==> config.mk <==
export PLATFORM = sky130hd
export DESIGN_NAME = clkBoard
export DESIGN_NICKNAME = d
export VERILOG_FILES = /design/src/logic/clkPkg.sv /design/src/logic/clkDiagPort.sv /design/src/logic/clkRunControl.sv /design/src/logic/clkSyncDetect.sv /design/src/logic/clkBoard.sv
export VERILOG_INCLUDE_DIRS = /design/src /design/src/logic
export SDC_FILE = /design/constraint.sdc
export NUM_CORES = 1
export LEC_CHECK = 0
export CORE_MARGIN = 2
export CORE_UTILIZATION = 44
export CTS_CLUSTER_SIZE = 28
export DETAILED_ROUTE_END_ITERATION = 7
export DONT_BUFFER_PORTS = 1
export GPL_ROUTABILITY_DRIVEN = 0
export PLACE_DENSITY = 0.69
export SYNTH_ARGS = -nofsm -noshare
export SYNTH_HDL_FRONTEND = slang
export SYNTH_HIERARCHICAL = 1
export SYNTH_SLANG_ARGS = --single-unit
==> constraint.sdc <==
create_clock -name MBOX_CLK -period 8.06 [get_ports MBOX_CLK]
set_clock_uncertainty 0.05 [all_clocks]
set_input_delay 0.806 -clock MBOX_CLK [delete_from_list [all_inputs] [get_ports MBOX_CLK]]
set_output_delay 0.806 -clock MBOX_CLK [all_outputs]
set_load 0.01 [all_outputs]
==> src/logic/clk_config.svh <==
`ifndef CLK_CONFIG_SVH
`define CLK_CONFIG_SVH

// Wishbone word address and data widths
`define CLK_ADDR_W 3
`define CLK_DATA_W 8

// Burst counter width, loaded in two equal halves
`define CLK_BURST_W 8

// Microcode time field width
`define CLK_TIME_W 2

// Diagnostic register word addresses
`define CLK_REG_FUNC     3'd0
`define CLK_REG_BURST_LO 3'd1
`define CLK_REG_BURST_HI 3'd2
`define CLK_REG_DIS      3'd3
`define CLK_REG_STATUS   3'd4

// Function codes in data bits 2 to 0
// Codes 3 and 4 are accepted and do nothing
`define CLK_FN_STOP      3'd0
`define CLK_FN_START     3'd1
`define CLK_FN_STEP      3'd2
`define CLK_FN_BURST     3'd5
`define CLK_FN_CLR_RESET 3'd6
`define CLK_FN_SET_RESET 3'd7

`endif

==> src/logic/clkPkg.sv <==
`include "clk_config.svh"

package clkPkg;

  // Diagnostic bus word address
  typedef logic [`CLK_ADDR_W-1:0] wbAddrT;

  // Diagnostic bus data word
  typedef logic [`CLK_DATA_W-1:0] wbDataT;

  // Live burst count
  typedef logic [`CLK_BURST_W-1:0] burstCountT;

  // CRAM time field, MBOX clocks per EBOX clock minus three
  typedef logic [`CLK_TIME_W-1:0] cramTimeT;

  // MBOX phase counter, compared against the time field
  typedef logic [`CLK_TIME_W-1:0] phaseCountT;

  // Group disables
  // Bit 2 is CRM, bit 1 is EDP, bit 0 is CTL
  typedef logic [2:0] groupDisT;

  // Run control modes
  typedef enum logic [1:0] {
    IDLE,
    RUN,
    BURST,
    STEP
  } runModeT;

  // Sync detector states
  typedef enum logic [1:0] {
    COUNT,
    SYNC,
    FIRE
  } syncStateT;

endpackage

==> src/logic/clkDiagPort.sv <==
`include "clk_config.svh"

module clkDiagPort (
  input  logic               MBOX_CLK,
  input  logic               CLK,
  // Wishbone classic slave
  input  logic               wbCyc,
  input  logic               wbStb,
  input  logic               wbWe,
  input  clkPkg::wbAddrT     wbAdr,
  input  clkPkg::wbDataT     wbDatW,
  output clkPkg::wbDataT     wbDatR,
  output logic               wbAck,
  // Live status for read-back
  input  clkPkg::burstCountT burstCount,
  input  logic               running,
  input  logic               mrReset,
  input  logic               sync,
  // Group disable register
  output clkPkg::groupDisT   groupDis,
  // One-hot function pulses
  output logic               fnStop,
  output logic               fnStart,
  output logic               fnStep,
  output logic               fnBurst,
  output logic               fnClrReset,
  output logic               fnSetReset,
  // Burst count nibble loads
  output logic               burstLoadLo,
  output logic               burstLoadHi,
  output logic [`CLK_BURST_W/2-1:0] burstData
);

  localparam int NibW = `CLK_BURST_W / 2;

  logic wrAck;
  logic funcWrite;
  logic burstZero;

  // One wait state
  // Ack rises the cycle after a new request is seen and drops after one cycle
  always_ff @(posedge MBOX_CLK or posedge CLK) begin
    if (CLK) begin
      wbAck <= 1'b0;
    end else begin
      wbAck <= wbCyc & wbStb & ~wbAck;
    end
  end

  // Master holds the request through ack
  // so the write takes effect in the ack cycle
  assign wrAck = wbAck & wbCyc & wbStb & wbWe;
  assign funcWrite = wrAck & (wbAdr == `CLK_REG_FUNC);

  // Function decoder
  always_comb begin
    fnStop = 1'b0;
    fnStart = 1'b0;
    fnStep = 1'b0;
    fnBurst = 1'b0;
    fnClrReset = 1'b0;
    fnSetReset = 1'b0;
    if (funcWrite) begin
      case (wbDatW[2:0])
        `CLK_FN_STOP:      fnStop = 1'b1;
        `CLK_FN_START:     fnStart = 1'b1;
        `CLK_FN_STEP:      fnStep = 1'b1;
        `CLK_FN_BURST:     fnBurst = 1'b1;
        `CLK_FN_CLR_RESET: fnClrReset = 1'b1;
        `CLK_FN_SET_RESET: fnSetReset = 1'b1;
        default: begin
          // Old EBOX single step codes land here
        end
      endcase
    end
  end

  // Burst count halves come from the low nibble of the data
  assign burstLoadLo = wrAck & (wbAdr == `CLK_REG_BURST_LO);
  assign burstLoadHi = wrAck & (wbAdr == `CLK_REG_BURST_HI);
  assign burstData = wbDatW[NibW-1:0];

  // EBOX clock group disables
  always_ff @(posedge MBOX_CLK or posedge CLK) begin
    if (CLK) begin
      groupDis <= '0;
    end else if (wrAck && (wbAdr == `CLK_REG_DIS)) begin
      groupDis <= wbDatW[2:0];
    end
  end

  assign burstZero = (burstCount == '0);

  // Read mux
  // Valid whenever the address is held, sampled by the master on ack
  always_comb begin
    wbDatR = '0;
    case (wbAdr)
      `CLK_REG_BURST_LO: wbDatR[NibW-1:0] = burstCount[NibW-1:0];
      `CLK_REG_BURST_HI: wbDatR[NibW-1:0] = burstCount[`CLK_BURST_W-1:NibW];
      `CLK_REG_DIS:      wbDatR[2:0] = groupDis;
      `CLK_REG_STATUS:   wbDatR[3:0] = {sync, mrReset, burstZero, running};
      // FUNC and unused addresses read as zero
      default:           wbDatR = '0;
    endcase
  end

endmodule

==> src/logic/clkRunControl.sv <==
`include "clk_config.svh"

module clkRunControl (
  input  logic               MBOX_CLK,
  input  logic               CLK,
  // Function pulses from the diagnostic port
  input  logic               fnStop,
  input  logic               fnStart,
  input  logic               fnStep,
  input  logic               fnBurst,
  input  logic               fnClrReset,
  input  logic               fnSetReset,
  // Burst count nibble loads
  input  logic               burstLoadLo,
  input  logic               burstLoadHi,
  input  logic [`CLK_BURST_W/2-1:0] burstData,
  // EBOX clock consumed by the current mode
  input  logic               eboxClk,
  output logic               running,
  output logic               mrReset,
  output clkPkg::burstCountT burstCount
);

  localparam int NibW = `CLK_BURST_W / 2;

  clkPkg::runModeT mode;
  logic countZero;
  logic lastBurst;

  assign countZero = (burstCount == '0);
  // This EBOX clock takes the count to zero
  assign lastBurst = eboxClk & (burstCount == clkPkg::burstCountT'(1));

  // Machine reset flip-flop
  // Comes up set so the machine waits for a clear reset command
  always_ff @(posedge MBOX_CLK or posedge CLK) begin
    if (CLK) begin
      mrReset <= 1'b1;
    end else if (fnSetReset) begin
      mrReset <= 1'b1;
    end else if (fnClrReset) begin
      mrReset <= 1'b0;
    end
  end

  // Mode FSM
  always_ff @(posedge MBOX_CLK or posedge CLK) begin
    if (CLK) begin
      mode <= clkPkg::IDLE;
    end else if (fnStop) begin
      mode <= clkPkg::IDLE;
    end else if (fnStart) begin
      mode <= clkPkg::RUN;
    end else if (fnStep) begin
      mode <= clkPkg::STEP;
    end else if (fnBurst && !countZero) begin
      // Zero count burst is dropped
      mode <= clkPkg::BURST;
    end else begin
      case (mode)
        clkPkg::BURST: if (countZero || lastBurst) mode <= clkPkg::IDLE;
        clkPkg::STEP:  if (eboxClk) mode <= clkPkg::IDLE;
        default:       mode <= mode;
      endcase
    end
  end

  // Burst counter
  // Counts down on each EBOX clock, loads locked out while bursting
  always_ff @(posedge MBOX_CLK or posedge CLK) begin
    if (CLK) begin
      burstCount <= '0;
    end else if (mode == clkPkg::BURST) begin
      if (eboxClk && !countZero) burstCount <= burstCount - 1'b1;
    end else begin
      if (burstLoadLo) burstCount[NibW-1:0] <= burstData;
      if (burstLoadHi) burstCount[`CLK_BURST_W-1:NibW] <= burstData;
    end
  end

  // Clock advance permission
  // STEP drops out on the cycle after its one EBOX clock
  always_comb begin
    running = 1'b0;
    if (!mrReset) begin
      case (mode)
        clkPkg::RUN:   running = 1'b1;
        clkPkg::BURST: running = !countZero;
        clkPkg::STEP:  running = 1'b1;
        default:       running = 1'b0;
      endcase
    end
  end

endmodule

==> src/logic/clkSyncDetect.sv <==
module clkSyncDetect (
  input  logic             MBOX_CLK,
  input  logic             CLK,
  // Permission to advance from run control
  input  logic             running,
  // CRAM time field
  input  clkPkg::cramTimeT cramTime,
  // MBOX busy, holds the sync point
  input  logic             mboxWait,
  input  clkPkg::groupDisT groupDis,
  output logic             sync,
  output logic             eboxClk,
  // Per group EBOX clock enables
  output logic             clkCrm,
  output logic             clkEdp,
  output logic             clkCtl
);

  clkPkg::syncStateT state;
  clkPkg::phaseCountT phase;
  logic phaseMatch;

  // Phase counter has reached the time field
  assign phaseMatch = (phase == cramTime);

  // Sync FSM and phase counter
  // COUNT runs cramTime+1 cycles, then one SYNC and one FIRE
  always_ff @(posedge MBOX_CLK or posedge CLK) begin
    if (CLK) begin
      state <= clkPkg::COUNT;
      phase <= '0;
    end else begin
      case (state)
        clkPkg::COUNT: begin
          // Counter holds while stopped
          if (running) begin
            phase <= phase + 1'b1;
            if (phaseMatch) state <= clkPkg::SYNC;
          end
        end
        clkPkg::SYNC: begin
          if (!running) begin
            // Stopped at the sync point, give up without firing
            state <= clkPkg::COUNT;
          end else if (!mboxWait) begin
            state <= clkPkg::FIRE;
          end
        end
        clkPkg::FIRE: begin
          // Start the next EBOX cycle from phase zero
          phase <= '0;
          state <= clkPkg::COUNT;
        end
        default: begin
          state <= clkPkg::COUNT;
        end
      endcase
    end
  end

  // Sync is high one stage before the EBOX clock
  assign sync = (state == clkPkg::SYNC);

  // EBOX clock is a one cycle enable
  // Suppressed if run permission went away this cycle
  assign eboxClk = (state == clkPkg::FIRE) & running;

  // Group gating
  assign clkCrm = eboxClk & ~groupDis[2];
  assign clkEdp = eboxClk & ~groupDis[1];
  assign clkCtl = eboxClk & ~groupDis[0];

endmodule

==> src/logic/clkBoard.sv <==
`include "clk_config.svh"

module clkBoard (
  input  logic             MBOX_CLK,
  input  logic             CLK,
  // Wishbone classic diagnostic port
  input  logic             wbCyc,
  input  logic             wbStb,
  input  logic             wbWe,
  input  clkPkg::wbAddrT   wbAdr,
  input  clkPkg::wbDataT   wbDatW,
  output clkPkg::wbDataT   wbDatR,
  output logic             wbAck,
  // From the CRAM and MBOX
  input  clkPkg::cramTimeT cramTime,
  input  logic             mboxWait,
  // EBOX clock enables and status
  output logic             eboxClk,
  output logic             clkCrm,
  output logic             clkEdp,
  output logic             clkCtl,
  output logic             sync,
  output logic             mrReset
);

  // Diagnostic port to run control
  logic fnStop;
  logic fnStart;
  logic fnStep;
  logic fnBurst;
  logic fnClrReset;
  logic fnSetReset;
  logic burstLoadLo;
  logic burstLoadHi;
  logic [`CLK_BURST_W/2-1:0] burstData;

  // Run control back to status and sync detector
  clkPkg::burstCountT burstCount;
  logic running;

  // Disable register to the group gates
  clkPkg::groupDisT groupDis;

  clkDiagPort clkDiagPort_inst (
    .MBOX_CLK(MBOX_CLK), .CLK(CLK),
    .wbCyc(wbCyc), .wbStb(wbStb), .wbWe(wbWe), .wbAdr(wbAdr),
    .wbDatW(wbDatW), .wbDatR(wbDatR), .wbAck(wbAck),
    .burstCount(burstCount), .running(running), .mrReset(mrReset), .sync(sync),
    .groupDis(groupDis),
    .fnStop(fnStop), .fnStart(fnStart), .fnStep(fnStep), .fnBurst(fnBurst),
    .fnClrReset(fnClrReset), .fnSetReset(fnSetReset),
    .burstLoadLo(burstLoadLo), .burstLoadHi(burstLoadHi), .burstData(burstData)
  );

  clkRunControl clkRunControl_inst (
    .MBOX_CLK(MBOX_CLK), .CLK(CLK),
    .fnStop(fnStop), .fnStart(fnStart), .fnStep(fnStep), .fnBurst(fnBurst),
    .fnClrReset(fnClrReset), .fnSetReset(fnSetReset),
    .burstLoadLo(burstLoadLo), .burstLoadHi(burstLoadHi), .burstData(burstData),
    .eboxClk(eboxClk),
    .running(running), .mrReset(mrReset), .burstCount(burstCount)
  );

  clkSyncDetect clkSyncDetect_inst (
    .MBOX_CLK(MBOX_CLK), .CLK(CLK),
    .running(running), .cramTime(cramTime), .mboxWait(mboxWait),
    .groupDis(groupDis),
    .sync(sync), .eboxClk(eboxClk),
    .clkCrm(clkCrm), .clkEdp(clkEdp), .clkCtl(clkCtl)
  );

endmodule

==> results.sh, run 1 <==
export IMPL_multi_input_area_um2=903
export IMPL_cts_buffer_depth=2
export IMPL_grt_max_degree=12
export IMPL_nets=191
export IMPL_highest_layer="met4"
export IMPL_arrival_ns=3.31
export IMPL_setup_violations=0
export IMPL_drtIter0Drc=94
export IMPL_ctsHtreeMaxLevel=1
export IMPL_place_hpwl_um=2710
export IMPL_critPathCaptureType="register"
export IMPL_rr_startpoint="clkRunControl_inst/burstCount[0]"
export IMPL_power_frac_clock_pct=14.8
export IMPL_synth_edf_count=0
export IMPL_synth_cells=174
export IMPL_fmax_mhz=317
export IMPL_hold_path_class="input port to asynchronous set/reset pin"
export IMPL_p_int_mw=0.196
export IMPL_postCtsSetupRepairBufs=0
export IMPL_p_seq_share_pct=46.2
export IMPL_drc=0
export IMPL_maxSlewViolCount=0
export IMPL_synth_top_cell_by_area="dfrtp_1"
export IMPL_dieArea_um2=3890
export IMPL_synth_cell_types=57
export IMPL_coreArea_um2=3310
export IMPL_cts_sinks=19
export IMPL_holdBufCountCts=0
export IMPL_timing_rr_end="clkRunControl_inst/burstCount[6]"
export IMPL_ys_seq_area_share_pct=31.8
export IMPL_status="complete, no violations"
export IMPL_ys_warnings_count=6
export IMPL_synth_area_leaders="dfrtp_1 (30%), buf_4 (4.5%), nor2_1 (3.8%), nand2_1 (3.3%), mux2_4 (3.0%)"
export IMPL_wl_um=3450
export IMPL_rsz0062_at_grt="no"
export IMPL_synth_top_area_share_pct=30.1
export IMPL_cts_root_buf="clkbuf_4"
export IMPL_crit_fanout=7
export IMPL_wl_met1_um=1500
export IMPL_grt_first_pass_wirelength_um=5820
export IMPL_p_leak_nw=0.646
export IMPL_pre_cts_ws_ns=4.93
export IMPL_ys_ff_latch=19
export IMPL_maxSlewHeadroom_pct=56.0
export IMPL_diodes=0
export IMPL_ff2ff_setup_slack_ns=4.91
export IMPL_cts_buffers_inserted=3
export IMPL_path_clk_slew_ns=0.12
export IMPL_synth_avg_cell_area_um2=8.61
export IMPL_cts_tree="done"
export IMPL_syn2layout_area_growth_pct=0.334
export IMPL_p_comb_share_pct=39.0
export IMPL_ant_nets=0
export IMPL_antenna_found_initial=0
export IMPL_grt_overflow_total=0
export IMPL_first_global_vias=1242
export IMPL_fin_crit_sh_pct=39.1
export IMPL_power_switching_share_pct=42.6
export IMPL_synth_ff_type="dfrtp_1"
export IMPL_powerDensity_nw_per_um2=227
export IMPL_drt_pass1_iterations=4
export IMPL_tightest_slew_ns=0.659
export IMPL_drive_gt1_share_pct=11.3
export IMPL_initial_core_util_pct=45.2
export IMPL_power_switching_mw=0.146
export IMPL_min_period_ns=3.15
export IMPL_worstSetupPathType="register to register"
export IMPL_final_seq_area_um2=477
export IMPL_met3WireLength_um=166
export IMPL_via_per_inst=5.89
export IMPL_crit_required_ns=8.21
export IMPL_fin_ws_ns=4.91
export IMPL_die_x_um=62.3
export IMPL_grt_usage_pct=18.8
export IMPL_start_kind="register"
export IMPL_async_flop_share_pct=100
export IMPL_cp_endpoint="clkRunControl_inst/burstCount[6]"
export IMPL_fin_tns_setup_ns=0
export IMPL_wl_met2_um=1700
export IMPL_cts_resized_gates=0
export IMPL_avgRoutedWirePerCell_um=16.1
export IMPL_reg2reg_depth=10
export IMPL_die_h_um=62.3
export IMPL_peakVddDrop_uv=177
export IMPL_cap_violations=0
export IMPL_crit_path_start="clkRunControl_inst/burstCount[0]"
export IMPL_hold_viol=0
export IMPL_netlist_area_um2=1500
export IMPL_io_pins=34
export IMPL_num_vias=1260
export IMPL_rows=21
export IMPL_clk_latency_ns=0.30
export IMPL_fillers=348
export IMPL_port_buffers=0
-- critical path, stage by stage, from the launching register on --
cell and delay, ns:
dfrtp_1 0.45, inv_1 0.12, ha_1 0.25, nand3_1 0.10, a21oi_1 0.08, nor2_1 0.38, nand3b_1 0.22, inv_1 0.33
o21ai_0 0.22, or4_1 0.51, a311o_1 0.35
-- cell type report --
class	count	area share (%)
inverter	10	2.50
multi-input combinational	135	60.1
clock buffer	3	1.50
clock inverter	1	0.333
tap	46	3.83
sequential	19	31.7
-- routing by layer --
metal	vias up	global-route usage [%]
li1	615	-
met1	599	22.9
met2	38	32.2
met3	8	5.62
met4	0	5.00
met5	-	0
-- logic make-up after synthesis --
family	after synthesis	share of synthesized area (%)
multiplexers	8	6.43
buffers and inverters	23	8.60
adder cells (fa/ha/maj)	3	2.51
flip-flops	19	31.8
AO/OA/AOI/OAI	43	19.8
other	1	0.250
AND/OR/NAND/NOR	75	29.4
XOR/XNOR	2	1.17
-- synth_stat cells, types with 3 or more instances --
cell type  count
a211oi_1       3
a21oi_1        8
and3_1         4
buf_4          9
dfrtp_1       18
ha_1           3
inv_1         10
mux2_4         3
mux2i_1        4
nand2_1       13
nand3_1        4
nand4_1        3
nor2_1        15
nor3_1         8
o21ai_0        8
o22ai_1        4
-- sequential cells by signal (all words and copies together), names as in the netlist --
register / flops
clkDiagPort_inst/groupDis: 3
clkDiagPort_inst/wbAck: 1
clkRunControl_inst/burstCount: 8
clkRunControl_inst/mode: 2
clkRunControl_inst/mrReset: 1
clkSyncDetect_inst/phase: 2
clkSyncDetect_inst/state: 2
-- cells in the final DEF, fill, tap and decap left out, types with 3 or more instances in the layout --
cell type,n
mux2_4,3
conb_1,4
clkbuf_4,3
nor2_1,15
dfrtp_1,18
inv_1,10
o21ai_0,8
mux2i_1,4
a211oi_1,3
nand2_1,13
a21oi_1,8
ha_1,3
and3_1,4
nor3_1,8
nand3_1,4
nand4_1,3
o22ai_1,4
-- worst min-delay path by stage --
stage                                  endpoint  slack [ns]  cells after the start
detailed placement       clkDiagPort_inst/wbAck        0.48                      1
finish                   clkDiagPort_inst/wbAck        0.20                      1
CTS                 clkSyncDetect_inst/state[0]        0.20                      1
floorplan                clkDiagPort_inst/wbAck        0.43                      1
global route             clkDiagPort_inst/wbAck        0.19                      1
global placement         clkDiagPort_inst/wbAck        0.46                      1
-- per-stage QoR --
stage	area [um^2]	power (mW)	hold slack, ns	cells	utilization [%]
2_1_floorplan	1510	0.267	0.432	177	-
3_3_place_gp	1480	0.286	0.459	210	44.6
3_5_place_dp	1480	0.292	0.482	210	44.6
4_1_cts	1500	0.343	0.199	214	45.4
5_1_grt	1500	0.372	0.192	214	45.4
6_report	1500	0.341	0.201	214	45.4
-- power groups by stage --
| stage | Clock, mW | Sequential, mW | Combinational [mW] |
|---|---|---|---|
| final | 0.0504 | 0.158 | 0.133 |
| after global routing | 0.0570 | 0.165 | 0.151 |
| after CTS | 0.0523 | 0.157 | 0.133 |
| after detailed placement | 0 | 0.159 | 0.133 |
| after global placement | 0 | 0.158 | 0.128 |
| after floorplan | 0 | 0.148 | 0.119 |
(Power assumes the default switching activity.)
==> run 2: changes to the inputs <==
--- a/config.mk
+++ b/config.mk
@@ -6,6 +6,7 @@
 export SDC_FILE = /design/constraint.sdc
 export NUM_CORES = 1
 export LEC_CHECK = 0
+export ABC_AREA = 1
 export CORE_MARGIN = 2
 export CORE_UTILIZATION = 44
 export CTS_CLUSTER_SIZE = 28
==> constraint.sdc (replaced) <==
create_clock -name MBOX_CLK -period 3 [get_ports MBOX_CLK]
set_clock_uncertainty 0.05 [all_clocks]
set_input_delay 0.3 -clock MBOX_CLK [delete_from_list [all_inputs] [get_ports MBOX_CLK]]
set_output_delay 0.3 -clock MBOX_CLK [all_outputs]
set_load 0.01 [all_outputs]
==> results.sh, run 2 <==
export IMPL_ctsHtreeMaxLevel=1
export IMPL_first_global_vias=1298
export IMPL_grtUsageMet2_pct=29.8
export IMPL_start_kind="register"
export IMPL_reg2reg_depth=18
export IMPL_via_per_inst=4.70
export IMPL_finish_instance_area_um2=1650
export IMPL_crit_required_ns=3.15
export IMPL_crit_fanout=5
export IMPL_cts_buffer_depth=2
export IMPL_async_flop_share_pct=100
export IMPL_ant_nets=0
export IMPL_drt_pass1_iterations=4
export IMPL_holdPathEnd="clkDiagPort_inst/groupDis[1]"
export IMPL_yosysMostFrequentCell="nand2_1"
export IMPL_coreArea_um2=3420
export IMPL_dieArea_um2=4120
export IMPL_antenna_found_initial=0
export IMPL_syn2layout_area_growth_pct=3.30
export IMPL_p_leak_nw=0.889
export IMPL_grt_usage_pct=17.6
export IMPL_largest_reg_flops=8
export IMPL_powerDensity_nw_per_um2=322
export IMPL_crit_path_max_incr_delay_ns=0.44
export IMPL_postCtsSetupRepairBufs=0
export IMPL_grt_first_pass_wirelength_um=5690
export IMPL_nets=270
export IMPL_port_buffers=0
export IMPL_crit_family="simple AND/OR/NAND/NOR gates"
export IMPL_avgRoutedWirePerCell_um=11.3
export IMPL_synth_avg_cell_area_um2=6.47
export IMPL_synth_ff_type="dfrtp_1"
export IMPL_top_register="clkRunControl_inst/burstCount"
export IMPL_cts_tree="done"
export IMPL_fin_tns_setup_ns=0
export IMPL_io_pins=34
export IMPL_status="complete, no violations"
export IMPL_holdBufCountCts=2
export IMPL_ys_seq_area_share_pct=29.9
export IMPL_fmax_mhz=425
export IMPL_timing_rr_end="clkRunControl_inst/mode[0]"
export IMPL_path_common_cell="nand2_1"
export IMPL_hold_path_class="input port to register"
export IMPL_reg_largest_list="clkRunControl_inst/burstCount (8), clkDiagPort_inst/groupDis (3)"
export IMPL_die_h_um=64.2
export IMPL_clk_latency_ns=0.31
export IMPL_die_x_um=64.2
export IMPL_critPathCaptureType="register"
export IMPL_path_buf_inv=2
export IMPL_maxSlewViolCount=0
export IMPL_yosys_top_cells_count="nand2_1 (70), nor2_1 (39), inv_1 (36)"
export IMPL_grt_overflow_total=0
export IMPL_setup_violations=0
export IMPL_rr_startpoint="clkRunControl_inst/burstCount[0]"
export IMPL_grt_max_degree=14
export IMPL_drtIter0Drc=32
export IMPL_synth_cells=246
export IMPL_use_met3_pct=3.17
export IMPL_cts_buffers_inserted=3
export IMPL_place_hpwl_um=2650
export IMPL_cap_violations=0
export IMPL_initial_core_util_pct=46.6
export IMPL_arrival_ns=2.50
export IMPL_synth_top_cell_by_area="dfrtp_1"
export IMPL_ff2ff_setup_slack_ns=0.65
export IMPL_drc=0
export IMPL_num_vias=1377
export IMPL_cp_slowest_cell="dfrtp_1"
export IMPL_whs_ns=0.0643
export IMPL_grt_busiest_layer="met2"
export IMPL_wl_um=3300
export IMPL_cts_root_buf="clkbuf_4"
export IMPL_min_from="wbDatW[1]"
export IMPL_netlist_area_um2=1590
export IMPL_cts_sinks=19
export IMPL_worstSetupPathType="register to register"
export IMPL_crit_chain="inv_1 > ha_1 > nand2_4 > nor2_4 > nor2_4 > nor2_1 > nor2_1 > nand2_1 > inv_1 > nand2_1 > nor2_1 > nand2_1 > nand2_1 > nand2_1 > nand2_1 > nand2_1 > nand2_1 > nand2_1"
export IMPL_rows=21
export IMPL_place_area_um2=1600
export IMPL_synth_edf_count=0
export IMPL_path_clk_slew_ns=0.11
export IMPL_fin_crit_sh_pct=78.5
export IMPL_drive_gt1_share_pct=13.8
export IMPL_peakVddDrop_uv=144
export IMPL_synth_top_area_share_pct=28.3
export IMPL_ys_ff_latch=19
export IMPL_rsz0062_at_grt="no"
export IMPL_synth_area_leaders="dfrtp_1 (28%), nand2_1 (16%), nor2_1 (9.2%), inv_1 (8.5%), nand3_1 (4.4%)"
export IMPL_ys_warnings_count=6
export IMPL_final_common_cell="nand2_1"
export IMPL_min_path_cells=2
export IMPL_min_period_ns=2.35
export IMPL_synth_cell_types=27
export IMPL_hold_viol=0
export IMPL_cts_resized_gates=0
export IMPL_grt_use_met1_pct=22.3
export IMPL_most_common_layout_cells="nand2_1 (70), nor2_1 (39), inv_1 (36), dfrtp_1 (18), nand3_1 (14)"
export IMPL_diodes=0
-- run 2: how the worst max path moves through the flow --
stage,from,slack [ns],depth (start not counted),endpoint
6_report,clkRunControl_inst/burstCount[0],0.65,18,clkRunControl_inst/mode[0]
5_1_grt,clkRunControl_inst/burstCount[0],0.41,18,clkRunControl_inst/mode[1]
4_1_cts,clkRunControl_inst/burstCount[0],0.63,18,clkRunControl_inst/mode[0]
3_5_place_dp,clkRunControl_inst/burstCount[0],0.65,18,clkRunControl_inst/mode[0]
3_3_place_gp,clkRunControl_inst/burstCount[0],0.66,18,clkRunControl_inst/mode[0]
2_1_floorplan,clkRunControl_inst/burstCount[0],0.72,18,clkRunControl_inst/mode[0]
-- run 2: routing by layer --
| layer | share of wire [%] | wire [um] |
|---|---|---|
| met1 | 48 | 1580 |
| met2 | 46 | 1530 |
| met3 | 4.3 | 142 |
| met4 | 1.3 | 44 |
| met5 | 0 | 0 |
-- run 2: area by class of cell --
class / instances / area, um^2
Fill cell: 349 / 1770
Multi-Input combinational cell: 181 / 906
Sequential cell: 19 / 477
Inverter: 40 / 150
Tap cell: 46 / 57.6
Timing Repair Buffer: 3 / 27.5
Clock buffer: 3 / 22.5
Clock inverter: 1 / 5.00
-- run 2: logic make-up (layout without fill, tap and decap cells) --
logic type	Yosys count	count (layout)	share of synthesized area, %
other	1	4	0.235
and+or+nand+nor	151	151	45.1
adders and majority gates	3	3	2.36
buffers and inverters	49	47	13.9
xor gates and xnor gates	3	3	1.65
AOI/OAI and AO/OA	20	20	6.83
DFF	19	19	29.9
-- run 2: power by group --
part / switching, mW / internal, mW / leakage, nW
registers: 0.0259 / 0.275 / 0.225
logic: 0.0602 / 0.0321 / 0.646
clock network: 0.0875 / 0.0498 / 0.0177
total: 0.174 / 0.357 / 0.889
-- run 2: through the flow --
stage               util [%]  power (mW)  instances  setup slack (ns)
floorplan                  -       0.383        249             0.719
finish                  48.2       0.530        293             0.646
global placement        46.8       0.394        287             0.659
CTS                     48.2       0.534        293             0.634
detailed placement      46.8       0.395        287             0.652
global route            48.2       0.563        293             0.410
==> run 3: changes to the inputs <==
==> constraint.sdc (replaced) <==
create_clock -name MBOX_CLK -period 2.45 [get_ports MBOX_CLK]
set_clock_uncertainty 0.05 [all_clocks]
set_input_delay 0.245 -clock MBOX_CLK [delete_from_list [all_inputs] [get_ports MBOX_CLK]]
set_output_delay 0.245 -clock MBOX_CLK [all_outputs]
set_load 0.01 [all_outputs]
==> results.sh, run 3 (same netlist as run 2, synthesis figures left out) <==
export IMPL_avgRoutedWirePerCell_um=11.5
export IMPL_io_pins=34
export IMPL_via_per_inst=4.71
export IMPL_place_area_um2=1620
export IMPL_largest_reg_flops=8
export IMPL_die_x_um=64.2
export IMPL_die_h_um=64.2
export IMPL_worstSetupPathType="register to primary output"
export IMPL_fmax_mhz=448
export IMPL_grt_usage_pct=18.0
export IMPL_place_hpwl_um=2710
export IMPL_syn2layout_area_growth_pct=7.23
export IMPL_maxSlewViolCount=0
export IMPL_p_seq_share_pct=55.2
export IMPL_num_vias=1414
export IMPL_port_buffers=0
export IMPL_p_int_mw=0.446
export IMPL_drtIter0Drc=60
export IMPL_min_path_cells=2
export IMPL_cts_buffers_inserted=3
export IMPL_power_switching_mw=0.216
export IMPL_cts_buffer_depth=2
export IMPL_multi_input_area_um2=906
export IMPL_final_seq_area_um2=477
export IMPL_ctsHtreeMaxLevel=1
export IMPL_reg_largest_list="clkRunControl_inst/burstCount (8), clkDiagPort_inst/groupDis (3)"
export IMPL_min_period_ns=2.23
export IMPL_top_register="clkRunControl_inst/burstCount"
export IMPL_crit_required_ns=2.15
export IMPL_grt_max_degree=14
export IMPL_rsz0062_at_grt="no"
export IMPL_diodes=0
export IMPL_setup_violations=0
export IMPL_grt_overflow_total=0
export IMPL_clk_latency_ns=0.31
export IMPL_critPathCaptureType="primary output"
export IMPL_first_global_vias=1340
export IMPL_ant_nets=0
export IMPL_reg2reg_depth=15
export IMPL_min_from="wbStb"
export IMPL_drc=0
export IMPL_holdPathEnd="clkDiagPort_inst/wbAck"
export IMPL_path_clk_slew_ns=0.11
export IMPL_crit_fanout=5
export IMPL_hold_viol=0
export IMPL_power_frac_clock_pct=25.4
export IMPL_cts_tree="done"
export IMPL_arrival_ns=1.93
export IMPL_fin_crit_sh_pct=91.0
export IMPL_antenna_found_initial=0
export IMPL_start_kind="register"
export IMPL_timing_rr_end="clkRunControl_inst/mode[0]"
export IMPL_status="complete, no violations"
export IMPL_finish_instance_area_um2=1710
export IMPL_power_switching_share_pct=32.7
export IMPL_initial_core_util_pct=46.6
export IMPL_postCtsSetupRepairBufs=0
export IMPL_cts_sinks=19
export IMPL_hold_path_class="input port to register"
export IMPL_drt_pass1_iterations=4
export IMPL_fin_tns_setup_ns=0
export IMPL_p_comb_share_pct=19.4
export IMPL_coreArea_um2=3420
export IMPL_drive_gt1_share_pct=15.0
export IMPL_most_common_layout_cells="nand2_1 (70), nor2_1 (39), inv_1 (35), dfrtp_1 (18), nand3_1 (14)"
export IMPL_grt_first_pass_wirelength_um=5770
export IMPL_nets=277
export IMPL_final_common_cell="nand2_1"
export IMPL_rr_startpoint="clkRunControl_inst/burstCount[0]"
export IMPL_powerDensity_nw_per_um2=388
export IMPL_fillers=357
export IMPL_p_leak_nw=0.919
export IMPL_cap_violations=0
export IMPL_dieArea_um2=4120
export IMPL_wl_um=3460
export IMPL_peakVddDrop_uv=270
export IMPL_ff2ff_setup_slack_ns=0.24
export IMPL_whs_ns=0.0595
export IMPL_rows=21
export IMPL_cts_root_buf="clkbuf_4"
-- run 3: worst max-delay path, stage by stage (launching register included) --
cell     delay, ns
dfrtp_1       0.44
inv_2         0.09
ha_1          0.24
nand2_4       0.10
nor2_4        0.04
nor2_4        0.11
nor2_1        0.07
nor2_1        0.13
nand2_1       0.13
inv_1         0.11
buf_4         0.16
-- run 3: how the worst max path moves through the flow --
stage                                                start                         end  slack [ns]  depth (start not counted)
after global placement    clkRunControl_inst/burstCount[0]  clkRunControl_inst/mode[0]        0.23                         15
after floorplan           clkRunControl_inst/burstCount[0]  clkRunControl_inst/mode[0]        0.17                         18
after detailed placement  clkRunControl_inst/burstCount[0]  clkRunControl_inst/mode[0]        0.21                         15
after CTS                 clkRunControl_inst/burstCount[0]  clkRunControl_inst/mode[0]        0.17                         15
after global routing      clkRunControl_inst/burstCount[0]  clkRunControl_inst/mode[1]        0.05                         15
final                     clkRunControl_inst/burstCount[0]                     eboxClk        0.22                         10
-- run 3: timing repair --
item,in CTS,in global routing
gates resized for setup,0,1
hold buffers,4,2
endpoints found under the setup margin,0,1
hold endpoints to repair,21,2
-- run 3: area by class of cell --
cell class | count | share of cell area [%]
clock buffer | 3 | 1.32
clock inverter | 1 | 0.293
inverter | 40 | 8.79
tap | 46 | 3.37
timing repair buffer | 10 | 5.27
multi-input combinational | 181 | 53.0
sequential | 19 | 27.9
-- run 3: stage by stage --
step,std cells,util [%],setup slack [ns],power [mW]
4_1_cts,298,49.4,0.170,0.664
3_5_place_dp,290,47.4,0.213,0.491
6_report,300,50.0,0.220,0.662
3_3_place_gp,290,47.4,0.235,0.489
5_1_grt,300,50.0,0.0496,0.710
2_1_floorplan,249,-,0.169,0.469
-- run 3: power groups by stage --
stage               Combinational, mW  Clock [mW]  Sequential (mW)
CTS                             0.126       0.173            0.365
detailed placement              0.120           0            0.372
global placement                0.118           0            0.371
global route                    0.146       0.193            0.370
finish                          0.128       0.168            0.366
floorplan                       0.104           0            0.365
-- run 3: per-layer routing --
layer	GRT usage [%]	vias up	routed length [um]
met1	21.2	631	1620
met5	0	-	0
met2	31.8	20	1650
li1	-	759	-
met3	4.05	4	134
met4	6.91	0	50
